--- src/logic/core_pkg.sv ---
`default_nettype none

package core_pkg;

	localparam int WORD_W = 32;
	localparam int SLOT_W = 6;
	localparam int REG_W = 3;
	localparam int IMM_W = 6;
	localparam int ERR_W = 8;
	localparam int DUR_W = 16;

	localparam int PROG_DEPTH = 64;
	localparam int CHECK_NUM = 14; // slots at or above are not checked.
	localparam int REG_COUNT = 8;
	localparam logic [ERR_W-1:0] ERR_IDLE = 8'd255;

	typedef logic [WORD_W-1:0] word_t;
	typedef logic [SLOT_W-1:0] slot_t;

	typedef enum logic [3:0] {
		OP_ADD = 4'h0,
		OP_SUB = 4'h1,
		OP_AND = 4'h2,
		OP_OR = 4'h3,
		OP_XOR = 4'h4,
		OP_SLT = 4'h5,
		OP_ADDI = 4'h6,
		OP_STORE = 4'h7,
		OP_HALT = 4'hf
	} op_t;

	// rt sits in the low bits of imm.
	typedef struct packed {
		logic [3:0] opcode;
		logic [REG_W-1:0] rd;
		logic [REG_W-1:0] rs;
		logic [IMM_W-1:0] imm;
	} instr_t;

	// little-endian store order to readable order and back.
	function automatic word_t swap_bytes(input word_t w);
		return {w[7:0], w[15:8], w[23:16], w[31:24]};
	endfunction

endpackage

`default_nettype wire

--- src/logic/alu_execute.sv ---
`default_nettype none

module alu_execute (
	input logic clk,
	input logic rst,
	input logic issue,
	input core_pkg::op_t op,
	input logic [core_pkg::REG_W-1:0] rd,
	input logic [core_pkg::REG_W-1:0] rs,
	input logic [core_pkg::REG_W-1:0] rt,
	input logic [core_pkg::IMM_W-1:0] imm,
	output logic mem_wen,
	output core_pkg::slot_t mem_addr,
	output core_pkg::word_t mem_data
);

	core_pkg::word_t regs [core_pkg::REG_COUNT];
	core_pkg::word_t a;
	core_pkg::word_t b;
	core_pkg::word_t imm_ext;
	core_pkg::word_t result;
	logic writes;
	logic is_store;

	assign a = regs[rs];
	assign b = regs[rt];
	assign imm_ext = {{(core_pkg::WORD_W - core_pkg::IMM_W){imm[core_pkg::IMM_W-1]}}, imm};
	assign is_store = issue && (op == core_pkg::OP_STORE);

	always_comb begin
		result = '0;
		writes = 1'b1;
		case (op)
			core_pkg::OP_ADDI: result = a + imm_ext;
			core_pkg::OP_ADD: result = a + b;
			core_pkg::OP_SUB: result = a - b;
			core_pkg::OP_AND: result = a & b;
			core_pkg::OP_OR: result = a | b;
			core_pkg::OP_XOR: result = a ^ b;
			core_pkg::OP_SLT: begin
				result = {{(core_pkg::WORD_W - 1){1'b0}}, $signed(a) < $signed(b)};
			end
			default: writes = 1'b0; // store, halt and unused codes.
		endcase
	end

	// register 0 is never written, so it keeps reading zero.
	always_ff @(posedge clk or negedge rst) begin
		if (!rst) begin
			for (int i = 0; i < core_pkg::REG_COUNT; i++) begin
				regs[i] <= '0;
			end
		end else if (issue && writes && rd != '0) begin
			regs[rd] <= result;
		end
	end

	always_ff @(posedge clk or negedge rst) begin
		if (!rst) begin
			mem_wen <= 1'b0;
		end else begin
			mem_wen <= is_store;
		end
	end

	always_ff @(posedge clk) begin
		if (is_store) begin
			mem_addr <= core_pkg::slot_t'(imm);
			mem_data <= core_pkg::swap_bytes(a); // machine stores little-endian.
		end
	end

endmodule

`default_nettype wire

--- src/logic/cpu_check_top.sv ---
`default_nettype none

module cpu_check_top (
	input logic clk,
	input logic rst,
	input logic start,
	input logic prog_wen,
	input core_pkg::slot_t prog_addr,
	input core_pkg::instr_t prog_data,
	input logic ans_wen,
	input core_pkg::slot_t ans_addr,
	input core_pkg::word_t ans_data,
	output logic mem_wen,
	output core_pkg::slot_t mem_addr,
	output core_pkg::word_t mem_data,
	output logic [core_pkg::ERR_W-1:0] error_num,
	output logic [core_pkg::DUR_W-1:0] duration,
	output logic finish
);

	core_pkg::slot_t fetch_addr;
	core_pkg::instr_t instr;
	logic issue;
	core_pkg::op_t op;
	logic [core_pkg::REG_W-1:0] rd;
	logic [core_pkg::REG_W-1:0] rs;
	logic [core_pkg::REG_W-1:0] rt;
	logic [core_pkg::IMM_W-1:0] imm;
	logic halt;
	logic running;
	core_pkg::slot_t chk_addr; // answer lookup by store slot.
	core_pkg::word_t chk_data;

	load_table #(.entry_t(core_pkg::instr_t)) u_prog_table (
		.clk(clk),
		.wen(prog_wen),
		.waddr(prog_addr),
		.wdata(prog_data),
		.raddr(fetch_addr),
		.rdata(instr)
	);

	load_table #(.entry_t(core_pkg::word_t)) u_ans_table (
		.clk(clk),
		.wen(ans_wen),
		.waddr(ans_addr),
		.wdata(ans_data),
		.raddr(chk_addr),
		.rdata(chk_data)
	);

	instr_decode u_instr_decode (
		.clk(clk),
		.rst(rst),
		.start(start),
		.fetch_addr(fetch_addr),
		.instr(instr),
		.issue(issue),
		.op(op),
		.rd(rd),
		.rs(rs),
		.rt(rt),
		.imm(imm),
		.halt(halt),
		.running(running)
	);

	alu_execute u_alu_execute (
		.clk(clk),
		.rst(rst),
		.issue(issue),
		.op(op),
		.rd(rd),
		.rs(rs),
		.rt(rt),
		.imm(imm),
		.mem_wen(mem_wen),
		.mem_addr(mem_addr),
		.mem_data(mem_data)
	);

	store_checker u_store_checker (
		.clk(clk),
		.rst(rst),
		.running(running),
		.halt(halt),
		.mem_wen(mem_wen),
		.mem_addr(mem_addr),
		.mem_data(mem_data),
		.ans_addr(chk_addr),
		.ans_data(chk_data),
		.error_num(error_num),
		.duration(duration),
		.finish(finish)
	);

endmodule

`default_nettype wire

--- src/logic/instr_decode.sv ---
`default_nettype none

module instr_decode (
	input logic clk,
	input logic rst,
	input logic start,
	output core_pkg::slot_t fetch_addr,
	input core_pkg::instr_t instr,
	output logic issue,
	output core_pkg::op_t op,
	output logic [core_pkg::REG_W-1:0] rd,
	output logic [core_pkg::REG_W-1:0] rs,
	output logic [core_pkg::REG_W-1:0] rt,
	output logic [core_pkg::IMM_W-1:0] imm,
	output logic halt,
	output logic running
);

	core_pkg::slot_t pc;
	logic phase; // 0 fetch, 1 issue.

	assign fetch_addr = pc;

	always_ff @(posedge clk or negedge rst) begin
		if (!rst) begin
			pc <= '0;
			phase <= 1'b0;
			running <= 1'b0;
			issue <= 1'b0;
			halt <= 1'b0;
		end else begin
			issue <= 1'b0;
			halt <= 1'b0;
			if (!running) begin
				if (start) begin
					pc <= '0;
					phase <= 1'b0;
					running <= 1'b1;
				end
			end else if (!phase) begin
				issue <= 1'b1; // fields are registered on this edge.
				phase <= 1'b1;
			end else begin
				phase <= 1'b0;
				if (op == core_pkg::OP_HALT) begin
					running <= 1'b0;
					halt <= 1'b1;
				end else begin
					pc <= pc + 1'b1;
				end
			end
		end
	end

	// field decode of the fetched word.
	always_ff @(posedge clk) begin
		if (running && !phase) begin
			op <= core_pkg::op_t'(instr.opcode);
			rd <= instr.rd;
			rs <= instr.rs;
			rt <= instr.imm[core_pkg::REG_W-1:0];
			imm <= instr.imm;
		end
	end

endmodule

`default_nettype wire

--- src/logic/load_table.sv ---
`default_nettype none

module load_table #(
	parameter type entry_t = core_pkg::word_t
) (
	input logic clk,
	input logic wen,
	input core_pkg::slot_t waddr,
	input entry_t wdata,
	input core_pkg::slot_t raddr,
	output entry_t rdata
);

	entry_t mem [core_pkg::PROG_DEPTH];

	always_ff @(posedge clk) begin
		if (wen) begin
			mem[waddr] <= wdata;
		end
	end

	assign rdata = mem[raddr]; // read is combinational.

endmodule

`default_nettype wire

--- src/logic/store_checker.sv ---
`default_nettype none

module store_checker (
	input logic clk,
	input logic rst,
	input logic running,
	input logic halt,
	input logic mem_wen,
	input core_pkg::slot_t mem_addr,
	input core_pkg::word_t mem_data,
	output core_pkg::slot_t ans_addr,
	input core_pkg::word_t ans_data,
	output logic [core_pkg::ERR_W-1:0] error_num,
	output logic [core_pkg::DUR_W-1:0] duration,
	output logic finish
);

	typedef enum logic [1:0] {
		S_IDLE,
		S_CHECK,
		S_REPORT
	} state_t;

	state_t state;
	core_pkg::word_t store_val;
	logic miss;

	assign ans_addr = mem_addr;
	assign store_val = core_pkg::swap_bytes(mem_data); // back to readable order.
	assign miss = mem_wen && (mem_addr < core_pkg::CHECK_NUM) && (store_val != ans_data);
	assign finish = (state == S_REPORT);

	always_ff @(posedge clk or negedge rst) begin
		if (!rst) begin
			state <= S_IDLE;
			error_num <= core_pkg::ERR_IDLE;
			duration <= '0;
		end else begin
			case (state)
				S_IDLE, S_REPORT: begin
					// first running cycle counts too.
					if (running) begin
						state <= S_CHECK;
						error_num <= '0;
						duration <= core_pkg::DUR_W'(1);
					end
				end
				S_CHECK: begin
					if (running) begin
						duration <= duration + 1'b1;
					end
					if (miss && error_num != '1) begin
						error_num <= error_num + 1'b1; // saturates.
					end
					if (halt) begin
						state <= S_REPORT;
					end
				end
				default: state <= S_IDLE;
			endcase
		end
	end

endmodule

`default_nettype wire

--- config.mk ---
export PLATFORM = sky130hd
export DESIGN_NAME = cpu_check_top
export DESIGN_NICKNAME = d
export VERILOG_FILES = /design/src/logic/core_pkg.sv /design/src/logic/alu_execute.sv /design/src/logic/cpu_check_top.sv /design/src/logic/instr_decode.sv /design/src/logic/load_table.sv /design/src/logic/store_checker.sv
export SDC_FILE = /design/constraint.sdc
export NUM_CORES = 2
export LEC_CHECK = 0
export ABC_AREA = 1
export BUFFER_PORTS_ARGS = -buffer_cell sky130_fd_sc_hd__buf_4
export CORE_ASPECT_RATIO = 0.8
export CORE_UTILIZATION = 25
export CTS_CLUSTER_SIZE = 40
export DETAILED_ROUTE_END_ITERATION = 12
export GPL_ROUTABILITY_DRIVEN = 0
export MAX_ROUTING_LAYER = met4
export PLACE_DENSITY = 0.38
export SYNTH_ARGS = -nofsm -noshare
export SYNTH_HDL_FRONTEND = slang
export SYNTH_SLANG_ARGS = --single-unit
--- constraint.sdc ---
create_clock -name clk -period 5.85 [get_ports clk]
set_input_delay 1.755 -clock clk [delete_from_list [all_inputs] [get_ports clk]]
set_output_delay 1.755 -clock clk [all_outputs]
set_load 0.02 [all_outputs]
* After elaboration in Yosys (flattened, before gate mapping)
Memory sizes are Yosys's and may differ from the RTL's. A register that Yosys moved wholly into a read port is not among the register bits.
Cells that the tools add are included.
** Word-level totals
- Memories kept :: 2
- RAM bits :: 3072
- Logic and storage cells :: 122
- Register bits after elaboration :: 350
- Output and inout port bits :: 64
** Operators by class
- Bitwise operators :: 6
- Reductions and logical operators :: 20
- Equal/unequal tests :: 18
- Order comparisons :: 6
- $add $sub $neg :: 6
- Muxes and demuxes :: 40
** Memory list
- u_ans_table.mem :: depth 64, bits a word 32, read ports 1, clocked after memory_dff 1, wr ports 1, line load_table.sv:14 : entry_t mem [core_pkg::PROG_DEPTH];
- u_prog_table.mem :: depth 64, bits a word 16, read ports 1, clocked after memory_dff 0, wr ports 1, line load_table.sv:14
** Operator list (count)
- 256-bit bitwise mux :: 1
- 32-bit case mux with 7 select lines :: 1
- 32-bit binary-select mux with 3-bit select :: 2
- 32-bit 2-to-1 mux :: 5
- 32-bit demux with 3-bit select :: 1
- 32-bit adder :: 2
- 32-bit AND :: 1
- 32-bit less-than comparator :: 1
- 16-bit 2-to-1 mux :: 2
- 32-bit inequality test :: 1
- 32-bit bitwise OR :: 1
- 16-bit case mux with 2 select lines :: 1
- 32-bit subtractor :: 1
- 32-bit bitwise XOR :: 1
- 6-bit 2-to-1 mux :: 5
- 16-bit by 1-bit adder with 16-bit output (second input constant) :: 1
- 4-bit by 3-bit == test with 1-bit output (second input constant) :: 4
- 1-bit 2-to-1 mux :: 16
- 8-bit 2-to-1 mux :: 2
- 8-bit case mux with 2 select lines :: 1
- 4-bit greater-or-equal comparator (second input constant) :: 3
- 3-bit inverter with 4-bit output :: 3
- 2-bit inequality test (second input constant) :: 5
- 3-bit AND reduction :: 3
- 22 further kinds :: 32

* Logic depth before layout (Yosys ltp)
- Word-level depth :: 7
- Gate-level depth with buffers :: 31

* Cells and area by module
Synthesis repeated with hierarchy kept, for this count alone.
** Unflattened totals
- Cell total of the unflattened synthesis :: 13962
- Area total of the unflattened synthesis :: 149309.4 µm²
** By module, submodules not included
- load_table (u_ans_table) :: times used 1, sequential area each 61499.0 µm², area an instance 82097.5 µm², cells each 6737
- load_table (u_prog_table) :: times used 1, sequential area each 30749.5 µm², area an instance 41778.8 µm², cells each 3501
- alu_execute :: times used 1, sequential area each 7572.3 µm², area an instance 22394.0 µm², cells each 3357
- store_checker :: times used 1, sequential area each 660.6 µm², area an instance 2025.7 µm², cells each 285
- instr_decode :: times used 1, sequential area each 730.7 µm², area an instance 1013.5 µm², cells each 82

* Worst setup path after synthesis
No wires, ideal clock.
- Path kind :: register -> register
- Start :: reg u_instr_decode.imm[0] (netlist bit)
- End :: reg u_alu_execute.regs[120] (netlist bit)
- Arrival time :: 4.136 ns
- Setup time :: 0.118 ns
- Required time :: 5.732 ns
- Path slack :: 1.596 ns
- Path buffers :: 3
- Stages on the path, launching flop included :: 27
- Path through :: edfxtp_1 > inv_1 > clkbuf_1 > clkbuf_1 > clkbuf_1 > o21ai_0 > nand2_1 > inv_1 > o21ai_0 > nand2_1 > o21ai_0 > ha_1 > inv_1 > fa_1 > inv_1 > nand3_1 > nand2_1 > a21boi_0 > o21ai_0 > a21oi_1 > o21ai_0 > a21oi_1 > or2_2 > nand3_1 > nand3_1 > nand2_1 > nand2_1
** Between the ends
- Word-level cells in the longest chain between the ends :: 3
** RTL lines
- start, declared :: line instr_decode.sv:14 : output logic [core_pkg::IMM_W-1:0] imm,
- start signal, assigned :: line instr_decode.sv:62 : imm <= instr.imm;
- 32-bit adder :: line alu_execute.sv:34 : core_pkg::OP_ADDI: result = a + imm_ext;
- 32-bit case mux with 7 select lines :: line alu_execute.sv:33 : case (op)
- 256-bit bitwise mux :: line alu_execute.sv:54 : regs[rd] <= result;
- end signal, assigned by index :: line alu_execute.sv:54
- end, declared :: line alu_execute.sv:17 : core_pkg::word_t regs [core_pkg::REG_COUNT];
No other way between the ends.
A chain may end at the register's enable or synchronous reset.

* Final worst setup path
- Start :: reg u_instr_decode.imm[0] (netlist bit)
- End :: reg u_alu_execute.regs[56] (netlist bit)
The elaborated chain is that of the path after synthesis.

==> flow_results.xml <==
<?xml version="1.0" encoding="UTF-8"?>
<metrics>
  <group name="status">
    <metric name="status" unit="">finished clean</metric>
  </group>
  <group name="setup_path">
    <metric name="r2r_setup_slack" unit="ns">0.69</metric>
    <metric name="r2r_end" unit="">u_alu_execute.regs[56]$_DFFE_PN0P_</metric>
    <metric name="timing_worst_setup_path_type" unit="">flop to flop</metric>
    <metric name="worst-endpoint-required" unit="ns">6.71</metric>
    <metric name="critical-path-top-delay-family" unit="">compound AO/OA/AOI/OAI gates</metric>
    <metric name="slowest_delay" unit="ns">0.55</metric>
    <metric name="worst_setup_path_start_kind" unit="">flop</metric>
    <metric name="critical_path.cell_chain" unit="">clkinv_2 -&gt; a21oi_1 -&gt; o21ai_0 -&gt; nand2_1 -&gt; inv_1 -&gt; o21ai_0 -&gt; nand2_1 -&gt; o21ai_0 -&gt; ha_1 -&gt; inv_1 -&gt; fa_1 -&gt; inv_1 -&gt; nand3_1 -&gt; nand2_1 -&gt; a21boi_0 -&gt; o21ai_0 -&gt; a21oi_1 -&gt; o21ai_0 -&gt; a21oi_1 -&gt; or2_2 -&gt; nand3_1 -&gt; nand3_1 -&gt; nand2_1 -&gt; nand2_1</metric>
    <metric name="timing.critical_path.buf_inv" unit="">4</metric>
    <metric name="crit_path_max_fanout" unit="">16</metric>
    <metric name="cp_data_arrival_time" unit="ns">6.03</metric>
    <metric name="r2r_start" unit="">u_instr_decode.imm[0]$_DFFE_PP_</metric>
    <metric name="critPathCaptureType" unit="">flop</metric>
    <metric name="timing.reg2reg.worst_path_depth" unit="">24</metric>
    <metric name="critical_path.slowest_cell" unit="">sky130_fd_sc_hd__o21ai_0</metric>
  </group>
  <group name="timing">
    <metric name="finClkSkew" unit="ns">0.109</metric>
    <metric name="fmaxAchievable" unit="MHz">194</metric>
    <metric name="report.final.hold_viol_count" unit="">0</metric>
    <metric name="drv_slew" unit="">0</metric>
    <metric name="fin_crit_sh" unit="%">88.2</metric>
    <metric name="worst_slew_pin_slew" unit="ns">1.18</metric>
    <metric name="slew_headroom" unit="%">21.4</metric>
    <metric name="rsz_0062_raised_after_global_routing" unit="">no</metric>
    <metric name="finalSetupViolations" unit="">0</metric>
    <metric name="finalWorstPathRequiredPeriod" unit="ns">5.16</metric>
    <metric name="setup_total_negative_slack" unit="ns">0</metric>
  </group>
  <group name="floorplanning">
    <metric name="initial_utilization" unit="%">25.2</metric>
    <metric name="design.die.area" unit="um^2">584000</metric>
    <metric name="die_extent_in_x" unit="um">854</metric>
    <metric name="core_area" unit="um^2">577000</metric>
    <metric name="io-pin-count" unit="">129</metric>
    <metric name="dieHeight" unit="um">684</metric>
    <metric name="rows" unit="">249</metric>
  </group>
  <group name="hold_path">
    <metric name="hold_path_depth" unit="">0</metric>
    <metric name="hold_path_startpoint" unit="">u_alu_execute.regs[240]$_DFFE_PN0P_</metric>
    <metric name="min_path_type" unit="">flop to flop</metric>
    <metric name="hold_path_end" unit="">u_alu_execute.regs[240]$_DFFE_PN0P_</metric>
  </group>
  <group name="pwr">
    <metric name="fin_total_pwr" unit="mW">80.4</metric>
    <metric name="power.leakage" unit="nW">58.9</metric>
    <metric name="vdd_ir_drop_max" unit="mV">0.364</metric>
    <metric name="power_density" unit="nW/um^2">478</metric>
  </group>
  <group name="clock_tree">
    <metric name="cts_tree" unit="">done</metric>
    <metric name="clock_tree.root_cell" unit="">sky130_fd_sc_hd__clkbuf_16</metric>
    <metric name="clockBufferDepth" unit="">4</metric>
    <metric name="tritoncts.num_buffers" unit="">383</metric>
    <metric name="insertion_delay" unit="ns">1.02</metric>
    <metric name="clk_pin_slew_worst_paths" unit="ns">0.06</metric>
    <metric name="cts_post_setup_buffers_inserted" unit="">0</metric>
    <metric name="post_cts_resize_count" unit="">0</metric>
    <metric name="clock_sinks" unit="">3425</metric>
    <metric name="cts.hold.buffers_added" unit="">0</metric>
    <metric name="htree_levels" unit="">5</metric>
  </group>
  <group name="final_layout">
    <metric name="fill_cells" unit="">59304</metric>
    <metric name="layout-area-overhead-vs-synth" unit="%">15.8</metric>
    <metric name="seq_area" unit="um^2">101000</metric>
    <metric name="finish.cell_count_without_fillers" unit="">20995</metric>
    <metric name="postLayoutCoreUtil" unit="%">29.2</metric>
    <metric name="multiInputGateArea" unit="um^2">39100</metric>
    <metric name="layout.nets" unit="">13208</metric>
    <metric name="drive_gt1_share" unit="%">8.71</metric>
  </group>
  <group name="route">
    <metric name="routedWlPerCell" unit="um">24.9</metric>
    <metric name="ant_nets" unit="">0</metric>
    <metric name="routed.top_layer" unit="">met4</metric>
    <metric name="avgViaCountPerCell" unit="">4.74</metric>
    <metric name="wl_met2" unit="mm">228</metric>
    <metric name="number_of_remaining_drc_errors" unit="">0</metric>
    <metric name="route.vias.total" unit="">99518</metric>
    <metric name="routedLengthMet1" unit="mm">259</metric>
    <metric name="met3_wirelength" unit="mm">26.6</metric>
    <metric name="route.final.wire_length" unit="mm">523</metric>
    <metric name="detailedRoute.firstIterationViolations" unit="">9674</metric>
    <metric name="drt_first_pass_iters" unit="">7</metric>
  </group>
  <group name="synthesis">
    <metric name="simple_gate_share_of_the_synthesized_area" unit="%">18.2</metric>
    <metric name="synth_xor_xnor_area_share" unit="%">0.0784</metric>
    <metric name="synth-warning-count" unit="">0</metric>
    <metric name="multiplexer_fraction_of_the_synthesized_cell_area" unit="%">0</metric>
    <metric name="synthesis.area" unit="um^2">145000</metric>
    <metric name="ys_async_sr_fraction" unit="%">8.55</metric>
    <metric name="postSynthNetCount" unit="">13172</metric>
    <metric name="synth-edff-count" unit="">3126</metric>
    <metric name="syn-mean-instance-area" unit="um^2">11.2</metric>
    <metric name="fraction_of_the_mapped_netlist_area_in_compound_gates" unit="%">7.00</metric>
    <metric name="synth-adder-area-share" unit="%">1.15</metric>
    <metric name="synth_top_family_by_area" unit="">simple AND/OR/NAND/NOR gates</metric>
    <metric name="synthCells" unit="">12975</metric>
    <metric name="seq_total_area_yosys" unit="%">69.8</metric>
    <metric name="ys_seq_elements" unit="">3425</metric>
    <metric name="yosys.cell_types.count" unit="">47</metric>
    <metric name="prevailing_post_synth_register_cell" unit="">sky130_fd_sc_hd__edfxtp_1</metric>
    <metric name="post-synth-top-area-cell" unit="">sky130_fd_sc_hd__edfxtp_1</metric>
    <metric name="ys_top_cells_by_area" unit="">sky130_fd_sc_hd__edfxtp_1, sky130_fd_sc_hd__nand2_1, sky130_fd_sc_hd__nand3_1, sky130_fd_sc_hd__dfrtp_1, sky130_fd_sc_hd__o21ai_0</metric>
    <metric name="post-synth-top-area-fraction" unit="%">64.6</metric>
  </group>
  <group name="global_route">
    <metric name="grt_usage" unit="%">17.8</metric>
    <metric name="globalRouteOverflowTotal" unit="">0</metric>
    <metric name="first_global_vias" unit="">94000</metric>
    <metric name="pin_count_of_the_biggest_net_entering_global_routing" unit="">157</metric>
    <metric name="antenna_found_initial" unit="">30</metric>
    <metric name="first_pass_grt_wire_length" unit="mm">741</metric>
  </group>
  <group name="placed_design">
    <metric name="place_hpwl" unit="mm">292</metric>
    <metric name="port_buffers" unit="">128</metric>
    <metric name="dpl.cell_count" unit="">20281</metric>
  </group>
  <group name="run">
    <metric name="max_cap_violations" unit="">0</metric>
  </group>
</metrics>
placed cells by master, fill, tap and decap left out, drive strengths merged, types with 2 or more instances in the layout:
cell	instances
o21ai	1086
diode	14
nand3b	15
a21o	6
ha	130
bufinv	12
a21oi	372
a21boi	3
dfxtp	6
a32o	11
a31oi	17
nand3	2118
edfxtp	3126
nand4	65
a221oi	10
clkinvlp	3
nor3	33
o211ai	42
nor2	814
or2	26
xnor2	4
o21a	5
o21bai	5
dfrtp	285
clkinv	175
o31ai	2
fa	2
nor3b	5
dfstp	8
clkbuf	511
inv	457
xor2	9
o22ai	186
o221ai	101
nor4	8
buf	499
nand2	3164
cell families after synthesis:
group,Yosys count
and+or+nand+nor,6249
AOI/OAI and AO/OA,1850
xor gates and xnor gates,13
adders and majority gates,132
DFF,3425
buffers and inverters,1306
per-layer routing:
metal  track usage (%)  vias up
met5                 -        -
met4              3.11        0
met3              2.15      576
met1              26.5    50292
met2              26.1     2482
li1                  -    46168
flip-flops by register name (all words and copies together) (netlist names), 2 cells and up, named ones only:
| signal | cells |
|---|---|
| u_ans_table.mem | 2048 |
| u_instr_decode.fetch_addr | 6 |
| u_store_checker.error_num | 8 |
| u_prog_table.mem | 1024 |
| u_instr_decode.op | 4 |
| u_store_checker.state | 2 |
| u_instr_decode.rd | 3 |
| u_alu_execute.mem_data | 32 |
| u_alu_execute.mem_addr | 6 |
| u_alu_execute.regs | 256 |
| u_instr_decode.imm | 6 |
| u_instr_decode.rs | 3 |
| u_store_checker.duration | 16 |
Yosys cell counts (4+ instances only):
cell type                  instances
sky130_fd_sc_hd__nand2_1        3162
sky130_fd_sc_hd__edfxtp_1       3126
sky130_fd_sc_hd__nand3_1        2118
sky130_fd_sc_hd__o21ai_0        1082
sky130_fd_sc_hd__nor2_1          814
sky130_fd_sc_hd__inv_1           443
sky130_fd_sc_hd__clkbuf_1        437
sky130_fd_sc_hd__a21oi_1         372
sky130_fd_sc_hd__buf_2           290
sky130_fd_sc_hd__dfrtp_1         285
sky130_fd_sc_hd__o22ai_1         186
sky130_fd_sc_hd__ha_1            130
sky130_fd_sc_hd__o221ai_1        101
sky130_fd_sc_hd__buf_1            76
sky130_fd_sc_hd__nand4_1          65
sky130_fd_sc_hd__o211ai_1         42
sky130_fd_sc_hd__buf_4            41
sky130_fd_sc_hd__nor3_1           33
sky130_fd_sc_hd__or2_2            26
sky130_fd_sc_hd__a31oi_1          17
sky130_fd_sc_hd__nand3b_1         15
sky130_fd_sc_hd__a32o_1           11
sky130_fd_sc_hd__a221oi_1         10
sky130_fd_sc_hd__xor2_1            9
sky130_fd_sc_hd__clkinv_1          8
sky130_fd_sc_hd__dfstp_2           8
sky130_fd_sc_hd__nor4_1            8
sky130_fd_sc_hd__a21o_1            6
sky130_fd_sc_hd__dfxtp_1           6
sky130_fd_sc_hd__inv_2             6
sky130_fd_sc_hd__nor3b_1           5
sky130_fd_sc_hd__o21a_1            5
sky130_fd_sc_hd__o21bai_1          5
sky130_fd_sc_hd__o21ai_1           4
sky130_fd_sc_hd__xnor2_1           4
metrics by stage:
stage	area, um^2	setup slack [ns]	hold slack (ns)
3_5_place_dp	156000	0.845	0.378
3_3_place_gp	156000	0.821	0.380
2_1_floorplan	145000	1.60	0.426
6_report	168000	0.688	0.388
5_1_grt	168000	0.196	0.398
4_1_cts	168000	0.796	0.392
power breakdown:
part           total (mW)  internal [mW]  switching [mW]
clock network        23.3           12.9            10.3
registers            28.5           27.7           0.724
logic                28.7           7.84            20.9
total                80.4           48.5            31.9
worst max-delay path by stage:
| stage | from | to | depth (start not counted) | slack (ns) |
|---|---|---|---|---|
| after floorplan | u_instr_decode.imm[0]$_DFFE_PP_ | u_alu_execute.regs[120]$_DFFE_PN0P_ | 26 | 1.60 |
| after global placement | u_instr_decode.rs[0]$_DFFE_PP_ | u_alu_execute.regs[56]$_DFFE_PN0P_ | 24 | 0.82 |
| after detailed placement | u_instr_decode.imm[1]$_DFFE_PP_ | u_alu_execute.regs[184]$_DFFE_PN0P_ | 24 | 0.85 |
| final | u_instr_decode.imm[0]$_DFFE_PP_ | u_alu_execute.regs[56]$_DFFE_PN0P_ | 24 | 0.69 |
| after global routing | u_instr_decode.imm[0]$_DFFE_PP_ | u_alu_execute.regs[184]$_DFFE_PN0P_ | 24 | 0.20 |
| after CTS | u_instr_decode.imm[0]$_DFFE_PP_ | u_alu_execute.regs[56]$_DFFE_PN0P_ | 24 | 0.80 |
layout make-up:
| cell class | count | share of cell area [%] |
|---|---|---|
| clock buffer | 511 | 6.16 |
| tap | 7655 | 5.69 |
| sequential | 3425 | 60.3 |
| timing repair buffer | 499 | 2.75 |
| antenna | 14 | 0.0208 |
| inverter | 458 | 1.06 |
| multi-input combinational | 8244 | 23.2 |
| clock inverter | 189 | 0.819 |
No activity file was read; power rests on OpenSTA's default activity.
